### src/verilog/vidPkg.sv
// shared video types: timing bundle, layer pixel, register map
// plus palette and raster constants
package vidPkg;

    // raster geometry, counted in cen8 ticks and lines
    localparam int lineTicks  = 512;
    localparam int frameLines = 262;

    // visible window bounds
    localparam logic [8:0] hVisStart = 9'd64;
    localparam logic [8:0] hVisEnd   = 9'd448;   // 384 visible pixels
    localparam logic [8:0] vVisStart = 9'd14;
    localparam logic [8:0] vVisEnd   = 9'd238;   // 224 visible lines

    // palette index layout
    localparam int         pixW     = 8;
    localparam logic [3:0] bgBank   = 4'h1;
    localparam logic [3:0] objBank  = 4'h2;
    localparam logic [7:0] backdrop = 8'h00;

    // everything the layers and mixer need from the timing generator
    typedef struct packed {
        logic [8:0] hdump;
        logic [8:0] vdump;
        logic       lineStart;
        logic       frameStart;
        logic       hs;
        logic       vs;
        logic       hb;
        logic       vb;
    } vidTimingT;

    // one layer's pixel before mixing
    typedef struct packed {
        logic       opaque;
        logic [3:0] idx;
    } layerPixT;

    // config write addresses, each block decodes its own
    typedef enum logic [2:0] {
        regScrollX  = 3'd0,
        regScrollY  = 3'd1,
        regObjX     = 3'd2,
        regObjY     = 3'd3,
        regObjColor = 3'd4,
        regPriority = 3'd5
    } cfgRegE;

    typedef enum logic {
        priObjFront = 1'b0,  // sprite over background
        priBgFront  = 1'b1
    } priModeE;

endpackage

### src/verilog/layerMixer.sv
// priority mixer: layer select, blank forcing, timing aligned to the pixel
`timescale 1ns/1ps

module layerMixer (
    input  logic                    clk,
    input  logic                    arstN,
    input  logic                    cen8,
    input  vidPkg::vidTimingT       tim,
    input  vidPkg::layerPixT        bgPix,
    input  vidPkg::layerPixT        objPix,
    input  logic                    cfgWe,
    input  vidPkg::cfgRegE          cfgAddr,
    input  logic [8:0]              cfgData,
    output logic [vidPkg::pixW-1:0] pixel,
    output logic [8:0]              pixX,
    output logic [8:0]              pixY,
    output logic                    hs,
    output logic                    vs,
    output logic                    hb,
    output logic                    vb,
    output logic                    lineStart,
    output logic                    frameStart
);

    localparam vidPkg::vidTimingT timIdle = '{hb: 1'b1, vb: 1'b1, default: '0};

    vidPkg::priModeE   priMode;
    vidPkg::vidTimingT timD1;   // matches the layer pixels
    vidPkg::vidTimingT timD2;   // matches the mixed pixel

    vidPkg::layerPixT        frontPix;
    vidPkg::layerPixT        backPix;
    logic [3:0]              frontBank;
    logic [3:0]              backBank;
    logic [vidPkg::pixW-1:0] mixNext;

    always_ff @(posedge clk or negedge arstN) begin
        if (!arstN) priMode <= vidPkg::priObjFront;
        else if (cfgWe && cfgAddr == vidPkg::regPriority) priMode <= vidPkg::priModeE'(cfgData[0]);
    end

    always_comb begin
        if (priMode == vidPkg::priObjFront) begin
            frontPix  = objPix;
            frontBank = vidPkg::objBank;
            backPix   = bgPix;
            backBank  = vidPkg::bgBank;
        end else begin
            frontPix  = bgPix;
            frontBank = vidPkg::bgBank;
            backPix   = objPix;
            backBank  = vidPkg::objBank;
        end
        if (timD1.hb || timD1.vb) mixNext = vidPkg::backdrop;  // nothing drawn in blanking
        else if (frontPix.opaque) mixNext = {frontBank, frontPix.idx};
        else if (backPix.opaque) mixNext = {backBank, backPix.idx};
        else mixNext = vidPkg::backdrop;
    end

    always_ff @(posedge clk or negedge arstN) begin
        if (!arstN) begin
            timD1 <= timIdle;
            timD2 <= timIdle;
            pixel <= vidPkg::backdrop;
        end else if (cen8) begin
            timD1 <= tim;
            timD2 <= timD1;
            pixel <= mixNext;
        end
    end

    assign pixX       = timD2.hdump;
    assign pixY       = timD2.vdump;
    assign hs         = timD2.hs;
    assign vs         = timD2.vs;
    assign hb         = timD2.hb;
    assign vb         = timD2.vb;
    assign lineStart  = timD2.lineStart;
    assign frameStart = timD2.frameStart;

endmodule

### src/verilog/objLayer.sv
// object layer: position and colour registers, single square sprite hit test
`timescale 1ns/1ps

module objLayer #(
    parameter int objSize = 16  // sprite edge in pixels
) (
    input  logic              clk,
    input  logic              arstN,
    input  logic              cen8,
    input  vidPkg::vidTimingT tim,
    input  logic              cfgWe,
    input  vidPkg::cfgRegE    cfgAddr,
    input  logic [8:0]        cfgData,
    output vidPkg::layerPixT  pix
);

    localparam logic [9:0] sizeW = 10'(objSize);

    logic [8:0] objX;
    logic [8:0] objY;
    logic [3:0] objColor;

    // bounds kept one bit wider so the sprite never wraps around
    logic [9:0] xEnd;
    logic [9:0] yEnd;
    logic       hitX;
    logic       hitY;
    logic       hit;

    always_ff @(posedge clk or negedge arstN) begin
        if (!arstN) begin
            objX     <= 9'd0;
            objY     <= 9'd0;
            objColor <= 4'd0;
        end else if (cfgWe) begin
            case (cfgAddr)
                vidPkg::regObjX:     objX     <= cfgData;
                vidPkg::regObjY:     objY     <= cfgData;
                vidPkg::regObjColor: objColor <= cfgData[3:0];
                default: ;
            endcase
        end
    end

    always_comb begin
        xEnd = {1'b0, objX} + sizeW;
        yEnd = {1'b0, objY} + sizeW;
        hitX = tim.hdump >= objX && {1'b0, tim.hdump} < xEnd;
        hitY = tim.vdump >= objY && {1'b0, tim.vdump} < yEnd;
        hit  = hitX && hitY;
    end

    always_ff @(posedge clk or negedge arstN) begin
        if (!arstN) begin
            pix <= '0;
        end else if (cen8) begin
            if (hit) begin
                pix.idx    <= objColor;
                pix.opaque <= objColor != 4'd0;  // colour 0 is see-through
            end else begin
                pix <= '0;
            end
        end
    end

endmodule

### src/verilog/scrollLayer.sv
// background layer: scroll registers and procedural checkerboard tiles
`timescale 1ns/1ps

module scrollLayer (
    input  logic              clk,
    input  logic              arstN,
    input  logic              cen8,
    input  vidPkg::vidTimingT tim,
    input  logic              cfgWe,
    input  vidPkg::cfgRegE    cfgAddr,
    input  logic [8:0]        cfgData,
    output vidPkg::layerPixT  pix
);

    logic [8:0] scrollX;
    logic [8:0] scrollY;

    logic [8:0] sx;      // scrolled column, wraps at 512
    logic [8:0] sy;      // scrolled row
    logic [8:0] tileMix;
    logic [3:0] tileIdx;

    // register writes ignore cen8
    always_ff @(posedge clk or negedge arstN) begin
        if (!arstN) begin
            scrollX <= 9'd0;
            scrollY <= 9'd0;
        end else if (cfgWe) begin
            case (cfgAddr)
                vidPkg::regScrollX: scrollX <= cfgData;
                vidPkg::regScrollY: scrollY <= cfgData;
                default: ;
            endcase
        end
    end

    always_comb begin
        sx      = tim.hdump + scrollX;   // 9-bit sum drops the carry
        sy      = tim.vdump + scrollY;
        tileMix = (sx ^ sy) >> 3;        // 8x8 pixel tiles
        tileIdx = tileMix[3:0];
    end

    always_ff @(posedge clk or negedge arstN) begin
        if (!arstN) begin
            pix <= '0;
        end else if (cen8) begin
            pix.idx    <= tileIdx;
            pix.opaque <= tileIdx != 4'd0;  // index 0 shows through
        end
    end

endmodule

### src/verilog/vidTiming.sv
// raster timing generator: h/v counters, blanking, sync, line and frame pulses
`timescale 1ns/1ps

module vidTiming #(
    parameter int hsStart = 487,  // larger values pull the picture left
    parameter int hsLen   = 38,
    parameter int vsStart = 251,  // larger values pull the picture up
    parameter int vsLen   = 4
) (
    input  logic              clk,
    input  logic              arstN,
    input  logic              cen8,
    output vidPkg::vidTimingT tim
);

    // sync edges, hs end wraps past the line end
    localparam logic [8:0] hsOn  = 9'(hsStart);
    localparam logic [8:0] hsOff = 9'((hsStart + hsLen) % vidPkg::lineTicks);
    localparam logic [8:0] vsOn  = 9'(vsStart);
    localparam logic [8:0] vsOff = 9'(vsStart + vsLen);

    localparam logic [8:0] hLast = 9'(vidPkg::lineTicks - 1);
    localparam logic [8:0] vLast = 9'(vidPkg::frameLines - 1);

    // line pulse window on vdump, exclusive bounds
    localparam logic [8:0] lsLow  = 9'd12;
    localparam logic [8:0] lsHigh = 9'd240;

    logic [8:0] hdump;
    logic [8:0] vdump;
    logic [8:0] vrender;   // one line ahead of vdump
    logic [8:0] vrender1;  // two lines ahead
    logic       hs;
    logic       vs;
    logic       hb;
    logic       vb;
    logic [1:0] vbPipe;    // vertical blank shifted along with the line pipeline
    logic       lineStart;
    logic       frameStart;

    logic       hWrap;
    logic       vBlankNow;

    assign hWrap     = hdump == hLast;
    assign vBlankNow = vdump < vidPkg::vVisStart || vdump >= vidPkg::vVisEnd;

    always_ff @(posedge clk or negedge arstN) begin
        if (!arstN) begin
            hdump      <= 9'd0;
            vdump      <= 9'd240;  // start inside vertical blank
            vrender    <= 9'd241;
            vrender1   <= 9'd242;
            hs         <= 1'b0;
            vs         <= 1'b0;
            hb         <= 1'b1;
            vb         <= 1'b1;
            vbPipe     <= 2'b11;
            lineStart  <= 1'b1;
            frameStart <= 1'b0;
        end else if (cen8) begin
            hdump     <= hdump + 9'd1;
            vbPipe[0] <= vBlankNow;
            hb        <= hdump >= vidPkg::hVisEnd || hdump < vidPkg::hVisStart;
            lineStart <= hWrap && vdump < lsHigh && vdump > lsLow;

            if (hdump == hsOn) begin
                hs <= 1'b1;
                // vs only moves together with the hs leading edge
                if (vdump == vsOn) vs <= 1'b1;
                if (vdump == vsOff) vs <= 1'b0;
            end
            if (hdump == hsOff) hs <= 1'b0;

            if (hWrap) begin
                hdump      <= 9'd0;
                vrender1   <= (vrender1 == vLast) ? 9'd0 : vrender1 + 9'd1;
                vrender    <= vrender1;
                vdump      <= vrender;
                vb         <= vbPipe[1];      // two line wraps behind the test
                vbPipe[1]  <= vbPipe[0];
                frameStart <= vrender1 == vLast;
            end else begin
                frameStart <= 1'b0;
            end
        end
    end

    assign tim = '{
        hdump:      hdump,
        vdump:      vdump,
        lineStart:  lineStart,
        frameStart: frameStart,
        hs:         hs,
        vs:         vs,
        hb:         hb,
        vb:         vb
    };

endmodule

### src/verilog/vidTop.sv
// video subsystem top: timing, background and object layers, mixer
`timescale 1ns/1ps

module vidTop #(
    parameter int hsStart = 487,
    parameter int hsLen   = 38,
    parameter int vsStart = 251,
    parameter int vsLen   = 4,
    parameter int objSize = 16
) (
    input  logic                    clk,
    input  logic                    arstN,
    input  logic                    cen8,       // pixel clock enable
    input  logic                    cfgWe,
    input  vidPkg::cfgRegE          cfgAddr,
    input  logic [8:0]              cfgData,
    output logic [vidPkg::pixW-1:0] pixel,
    output logic [8:0]              pixX,
    output logic [8:0]              pixY,
    output logic                    hs,
    output logic                    vs,
    output logic                    hb,
    output logic                    vb,
    output logic                    lineStart,
    output logic                    frameStart
);

    vidPkg::vidTimingT tim;
    vidPkg::layerPixT  bgPix;
    vidPkg::layerPixT  objPix;

    vidTiming #(
        .hsStart (hsStart),
        .hsLen   (hsLen),
        .vsStart (vsStart),
        .vsLen   (vsLen)
    ) uTiming (
        .clk, .arstN, .cen8,
        .tim (tim)
    );

    scrollLayer uScroll (
        .clk, .arstN, .cen8, .tim,
        .cfgWe, .cfgAddr, .cfgData,
        .pix (bgPix)
    );

    objLayer #(.objSize(objSize)) uObj (
        .clk, .arstN, .cen8, .tim,
        .cfgWe, .cfgAddr, .cfgData,
        .pix (objPix)
    );

    layerMixer uMixer (
        .clk, .arstN, .cen8, .tim,
        .bgPix, .objPix,
        .cfgWe, .cfgAddr, .cfgData,
        .pixel, .pixX, .pixY,
        .hs, .vs, .hb, .vb,
        .lineStart, .frameStart
    );

endmodule
### config.mk
export PLATFORM = sky130hd
export DESIGN_NAME = vidTop
export DESIGN_NICKNAME = d
export VERILOG_FILES = /design/src/verilog/vidPkg.sv /design/src/verilog/layerMixer.sv /design/src/verilog/objLayer.sv /design/src/verilog/scrollLayer.sv /design/src/verilog/vidTiming.sv /design/src/verilog/vidTop.sv
export SDC_FILE = /design/constraint.sdc
export NUM_CORES = 1
export LEC_CHECK = 0
export BUFFER_PORTS_ARGS = -buffer_cell sky130_fd_sc_hd__buf_2
export CORE_MARGIN = 2
export CORE_UTILIZATION = 53
export DETAILED_ROUTE_END_ITERATION = 8
export HOLD_SLACK_MARGIN = 0.03
export PLACE_DENSITY_LB_ADDON = 0.3
export SYNTH_ARGS = -nofsm -noshare
export SYNTH_HDL_FRONTEND = slang
export SYNTH_HIERARCHICAL = 1
export SYNTH_SLANG_ARGS = --single-unit
### constraint.sdc
create_clock -name clk -period 2.05 [get_ports clk]
set_input_delay 0 -clock clk [delete_from_list [all_inputs] [get_ports clk]]
set_output_delay 0 -clock clk [all_outputs]
set_load 0.01 [all_outputs]
Word level (Yosys, flattened, before mapping)
Index checks and enable logic that the tools add are counted.
{"block": "classes", "n_addsub": 6, "n_lt_le_gt_ge": 10, "eq_ne": 11, "n_mux": 15, "n_bitwise": 1, "n_reduce_logical": 22}
{"cell": "$eq A9 B9 Y1 const B", "count": 3}
{"cell": "$add A9 B5 Y10 const B", "count": 2}
{"cell": "$lt A9 B10 Y1", "count": 2}
{"cell": "$add A9 B1 Y9 const B", "count": 2}
{"cell": "$eq A9 B8 Y1 const B", "count": 2}
{"cell": "$ge A9 B9 Y1", "count": 2}
{"cell": "$mux W9", "count": 2}
{"cell": "$mux W8", "count": 2}
{"cell": "$mux W5", "count": 3}
{"cell": "$add A7 B7 Y7", "count": 2}
{"cell": "$reduce_and A2 Y1", "count": 7}
{"cell": "$eq A9 B4 Y1 const B", "count": 1}
{"cell": "$ge A9 B8 Y1 const B", "count": 1}
{"cell": "$ge A9 B9 Y1 const B", "count": 1}
{"cell": "$gt A9 B4 Y1 const B", "count": 1}
{"cell": "$lt A9 B4 Y1 const B", "count": 1}
{"cell": "$lt A9 B7 Y1 const B", "count": 1}
{"cell": "$lt A9 B8 Y1 const B", "count": 1}
{"cell": "$reduce_bool A4 Y1", "count": 2}
{"cell": "$xor A7 B7 Y7", "count": 1}
{"cell": "$eq A3 B2 Y1 const B", "count": 2}
{"cell": "$eq A3 B3 Y1 const B", "count": 2}
{"cell": "$logic_and A1 B1 Y1", "count": 6}
{"cell": "$mux W6", "count": 1}
{"cell": "other kinds (7)", "count": 15}
{"block": "word_totals", "ff_bits": 147, "out_inout_bits": 32, "word_cells": 104}

Depth between registers and ports, before layout
{"block": "logic_depth", "word_depth": 5, "ltp_mapped": 10, "depth_no_buf": 8}

Modules after synthesis
Netlist, hierarchy kept.
{"module": "layerMixer", "n_inst": 1, "cells_per_inst": 130, "area_each_um2": 2120.8}
{"module": "vidTiming", "n_inst": 1, "cells_per_inst": 225, "area_each_um2": 2119.5}
{"module": "objLayer", "n_inst": 1, "cells_per_inst": 195, "area_each_um2": 1866.8}
{"module": "scrollLayer", "n_inst": 1, "cells_per_inst": 91, "area_each_um2": 1104.8}

Least setup slack after synthesis
Ideal clock, no wire load.
{"block": "synth_timing", "path_kind": "reg-to-reg", "from": "register uObj.objY[4]", "to": "register uObj/pix[4] (netlist bit)", "setup_ps": 103, "arrival_ps": 2147, "path_slack_ps": -201, "stages_incl_launch_ff": 9, "period_less_slack_ps": 2251, "path_cell_list": "dfrtp_1 ha_1 inv_1 ha_1 and4b_1 o21ai_0 a31oi_1 or4_4 o41ai_2"}
{"block": "synth_between", "elab_chain_cells": 5, "word_cells_on_any_way": 6, "cone_classes": "add/sub (1); order compare (2); mux (1); reduce/logical (2)"}
{"element": "start: declaration", "line": "objLayer.sv:20", "text": "logic [8:0] objY;"}
{"element": "start signal: assignment", "line": "objLayer.sv:38", "text": "vidPkg::regObjY: objY <= cfgData;"}
{"element": "$add A9 B5 Y10", "line": "objLayer.sv:47", "text": "yEnd = {1'b0, objY} + sizeW;"}
{"element": "$lt A9 B10 Y1", "line": "objLayer.sv:49", "text": "hitY = tim.vdump >= objY && {1'b0, tim.vdump} < yEnd;"}
{"element": "$logic_and A1 B1 Y1 *", "line": "objLayer.sv:49"}
{"element": "$logic_and A1 B1 Y1 *", "line": "objLayer.sv:50", "text": "hit = hitX && hitY;"}
{"element": "$mux W5 *", "line": "objLayer.sv:57", "text": "if (hit) begin"}
{"element": "end: declaration", "line": "objLayer.sv:14", "text": "output vidPkg::layerPixT pix"}
Every way passes the cells marked *; elsewhere a longest branch is shown, timed or not.
A chain may end at the register's enable or synchronous reset.

Worst setup path in the final report
{"block": "layout_timing", "from": "register uObj.objY[4]", "to": "register uObj/pix[3] (netlist bit)"}
The elaborated chain is that of the path after synthesis.

==> results_dict.tcl <==
set metrics [dict create \
    grt_usage 0.2419 \
    post-route-period-util 1.083 \
    clockBufferDepth 2 \
    cts_tree "yes" \
    yosys_warnings 6 \
    initial_core_util 0.5446 \
    place_hpwl_um 11500 \
    fin_util 0.6758 \
    drt-vias-per-instance 5.532 \
    grt_pass1_wl_um 27120 \
    drtIter0Drc 274 \
    synth_area_leader_cell "dfrtp_1" \
    async_flop_share 1.000 \
    hold_ws_ps 67.79 \
    synth.top_cell.area_share 0.4233 \
    synth.avg_cell_area_um2 11.25 \
    synth_cells 641 \
    max_freq_mhz 450.4 \
    slew_headroom 0.6023 \
    cap_violations 0 \
    crit_path_max_fanout 5 \
    remaining_drc_errors 0 \
    die_w_um 120.7 \
    vias 5206 \
    synthTopCellsByCount "122 x dfrtp_1, 90 x nand2_1, 74 x mux2_2" \
    run_status "finished with violations" \
    num-fill-cells 996 \
    dr.pass1.iters 5 \
    min_period_ps 2220 \
    ant_nets 0 \
    synth-edff-count 0 \
    num_antenna_cells 0 \
    worst_setup_path_start_kind "flip-flop" \
    cts_buffers 17 \
    final-max-slew-violation-count 0 \
    dpl_cell_area_um2 8014 \
    ys_ff_latch 145 \
    antenna_found_initial 0 \
    ys.flop_type "dfrtp_1" \
    p_leak_nw 4.282 \
    num_io_pins 48 \
    netlist_area_um2 7212 \
    syn_to_final_growth_pct 24.10 \
    skew_ps 10.20 \
    clock_latency_ps 430 \
    wl_per_cell_um 17.23 \
    core-area_um2 13240 \
    required_ps 2370 \
    setup_violations 6 \
    crit_arrival_ps 2540 \
    fin_tns_setup_ps -810.2 \
    first_global_vias 5437 \
    routabilityCongestion 0.8783 \
    path_clk_slew_ps 60 \
    ir_drop_mv 0.5627 \
    final_area_um2 8950 \
    multiInputGateArea_um2 3508 \
    violations "negative setup slack" \
    grt_overflow 0 \
    synth.distinct_cells 55 \
    rsz0062_at_grt "true" \
    die-area_um2 14560 \
    tightestPinTransition_ps 596.5 \
    synth_most_common_cell "dfrtp_1" \
    ys_seq_area_frac 0.5071 \
    hold_class "input port to flip-flop" \
    ctsRootBufferMaster "clkbuf_16" \
    dp.cells 893 \
    die_y_um 120.7 \
    layout-drive-gt1-share 0.3621 \
    hold_viol_final 0 \
    crit_type "flip-flop to flip-flop" \
    cellPowerDensity_nw_per_um2 1054 \
    grt_max_degree 66 \
    io_buffers 45 \
    clkSinkCount 145 \
    critPathCaptureType "flip-flop" \
    yosys-top-cells-area "dfrtp_1 42%, mux2_2 12%, dfstp_2 8.4%, ha_1 8.0%, nand2_1 4.7%" \
    htreeDepth 4 \
    finalWorstSetupSlack_ps -170.0 \
    regArea_um2 3659 \
    finalNetCount 814 \
    wirelength_um 16210 \
    layoutNonFillerInstCount 941 \
    rows 42 \
]
==> cell type report <==
cell class                      count  share of cell area
Clock buffer                       21             0.04921
Clock inverter                     11             0.01496
Inverter                           34             0.01426
Multi-Input combinational cell    435              0.3920
Sequential cell                   145              0.4088
Tap cell                          176             0.02461
Timing Repair Buffer              119             0.09618
==> layer usage <==
layer	vias up	track usage	part of all wire
li1	2459	-	-
met1	2600	0.2988	0.44
met5	-	0	0
met3	32	0.05189	0.032
met2	115	0.3987	0.50
met4	0	0.1272	0.030
==> flip-flops by register name, indices dropped and copies added (netlist names), 2 cells and up <==
signal	count
uMixer/pixel	6
uObj/objX	9
uTiming/hdump	9
uMixer/pixX	9
uTiming/vdump	9
uMixer/timD1	24
uObj/objY	9
uObj/pix	5
uScroll/scrollY	7
uTiming/vbPipe	2
uScroll/pix	5
uObj/objColor	4
uTiming/vrender	9
uScroll/scrollX	7
uTiming/vrender1	9
uMixer/pixY	9
==> critical path, cell delays in order, from the launching register on <==
cell and delay [ps]:
dfrtp_1 400, ha_4 160, nand3_2 80, xnor2_1 140, ha_1 320, o2111ai_1 120, a31oi_1 100, or4_4 560
o41ai_4 230
==> metrics by stage <==
stage	worst slack (ps)	power [mW]
final	-170.0	9.429
after global routing	-244.6	9.920
after CTS	-171.1	9.243
after detailed placement	-308.7	6.056
after global placement	-246.3	5.925
after floorplan	-186.1	5.125
==> cells by family after synthesis <==
| group | after synthesis | synth area share |
|---|---|---|
| buf+inv | 62 | 0.04025 |
| fa+ha+maj | 46 | 0.07981 |
| xor+xnor | 27 | 0.03383 |
| compound gates | 93 | 0.07981 |
| simple gates | 190 | 0.1390 |
| mux | 77 | 0.1197 |
| other cells | 1 | 0.0005200 |
| flops | 145 | 0.5071 |
==> worst paths after layout <==
kind / slack (ps) / end / from / cells past startpoint
min in group asynchronous: 140 / uMixer/priMode$_DFFE_PN0P_ / arstN / 2
max reg2reg: -170 / uObj/pix[3]$_DFFE_PN0P_ / uObj/objY[4]$_DFFE_PN0P_ / 8
min reg2reg: 450 / uTiming/vdump[5]$_DFFE_PN1P_ / uTiming/vrender[5]$_DFFE_PN1P_ / 2
min: 70 / uObj/pix[1]$_DFFE_PN0P_ / cen8 / 4
max in group asynchronous: 1200 / uMixer/hb$_DFFE_PN1P_ / arstN / 3
max: -170 / uObj/pix[3]$_DFFE_PN0P_ / uObj/objY[4]$_DFFE_PN0P_ / 8
==> placed cells by master, fill, tap and decap left out, types with 10 or more instances in the layout <==
cell           count
nand2b_1          10
o21ai_0           25
dfstp_2           23
mux2_2            74
clkbuf_16         17
a21oi_1           26
nand3_1           14
xnor2_1           20
ha_1              36
buf_2             44
dfrtp_1          121
buf_4             55
nand2_1           89
nor2_1            17
dlygate4sd3_1     12
inv_1             33
==> repair_timing <==
| item | CTS | global route |
|---|---|---|
| hold endpoints to repair | 119 | 0 |
| hold buffers | 12 | 0 |
| endpoints found under the setup margin | 13 | 21 |
| resized for setup | 15 | 20 |
| pin swaps | 17 | 17 |
| buffers inserted | 3 | 1 |
==> power breakdown <==
| group | switching [mW] | internal, mW |
|---|---|---|
| combinational | 1.43 | 1.40 |
| sequential | 0.302 | 3.31 |
| clock | 1.19 | 1.80 |
No activity file was read; power rests on OpenSTA's default activity.
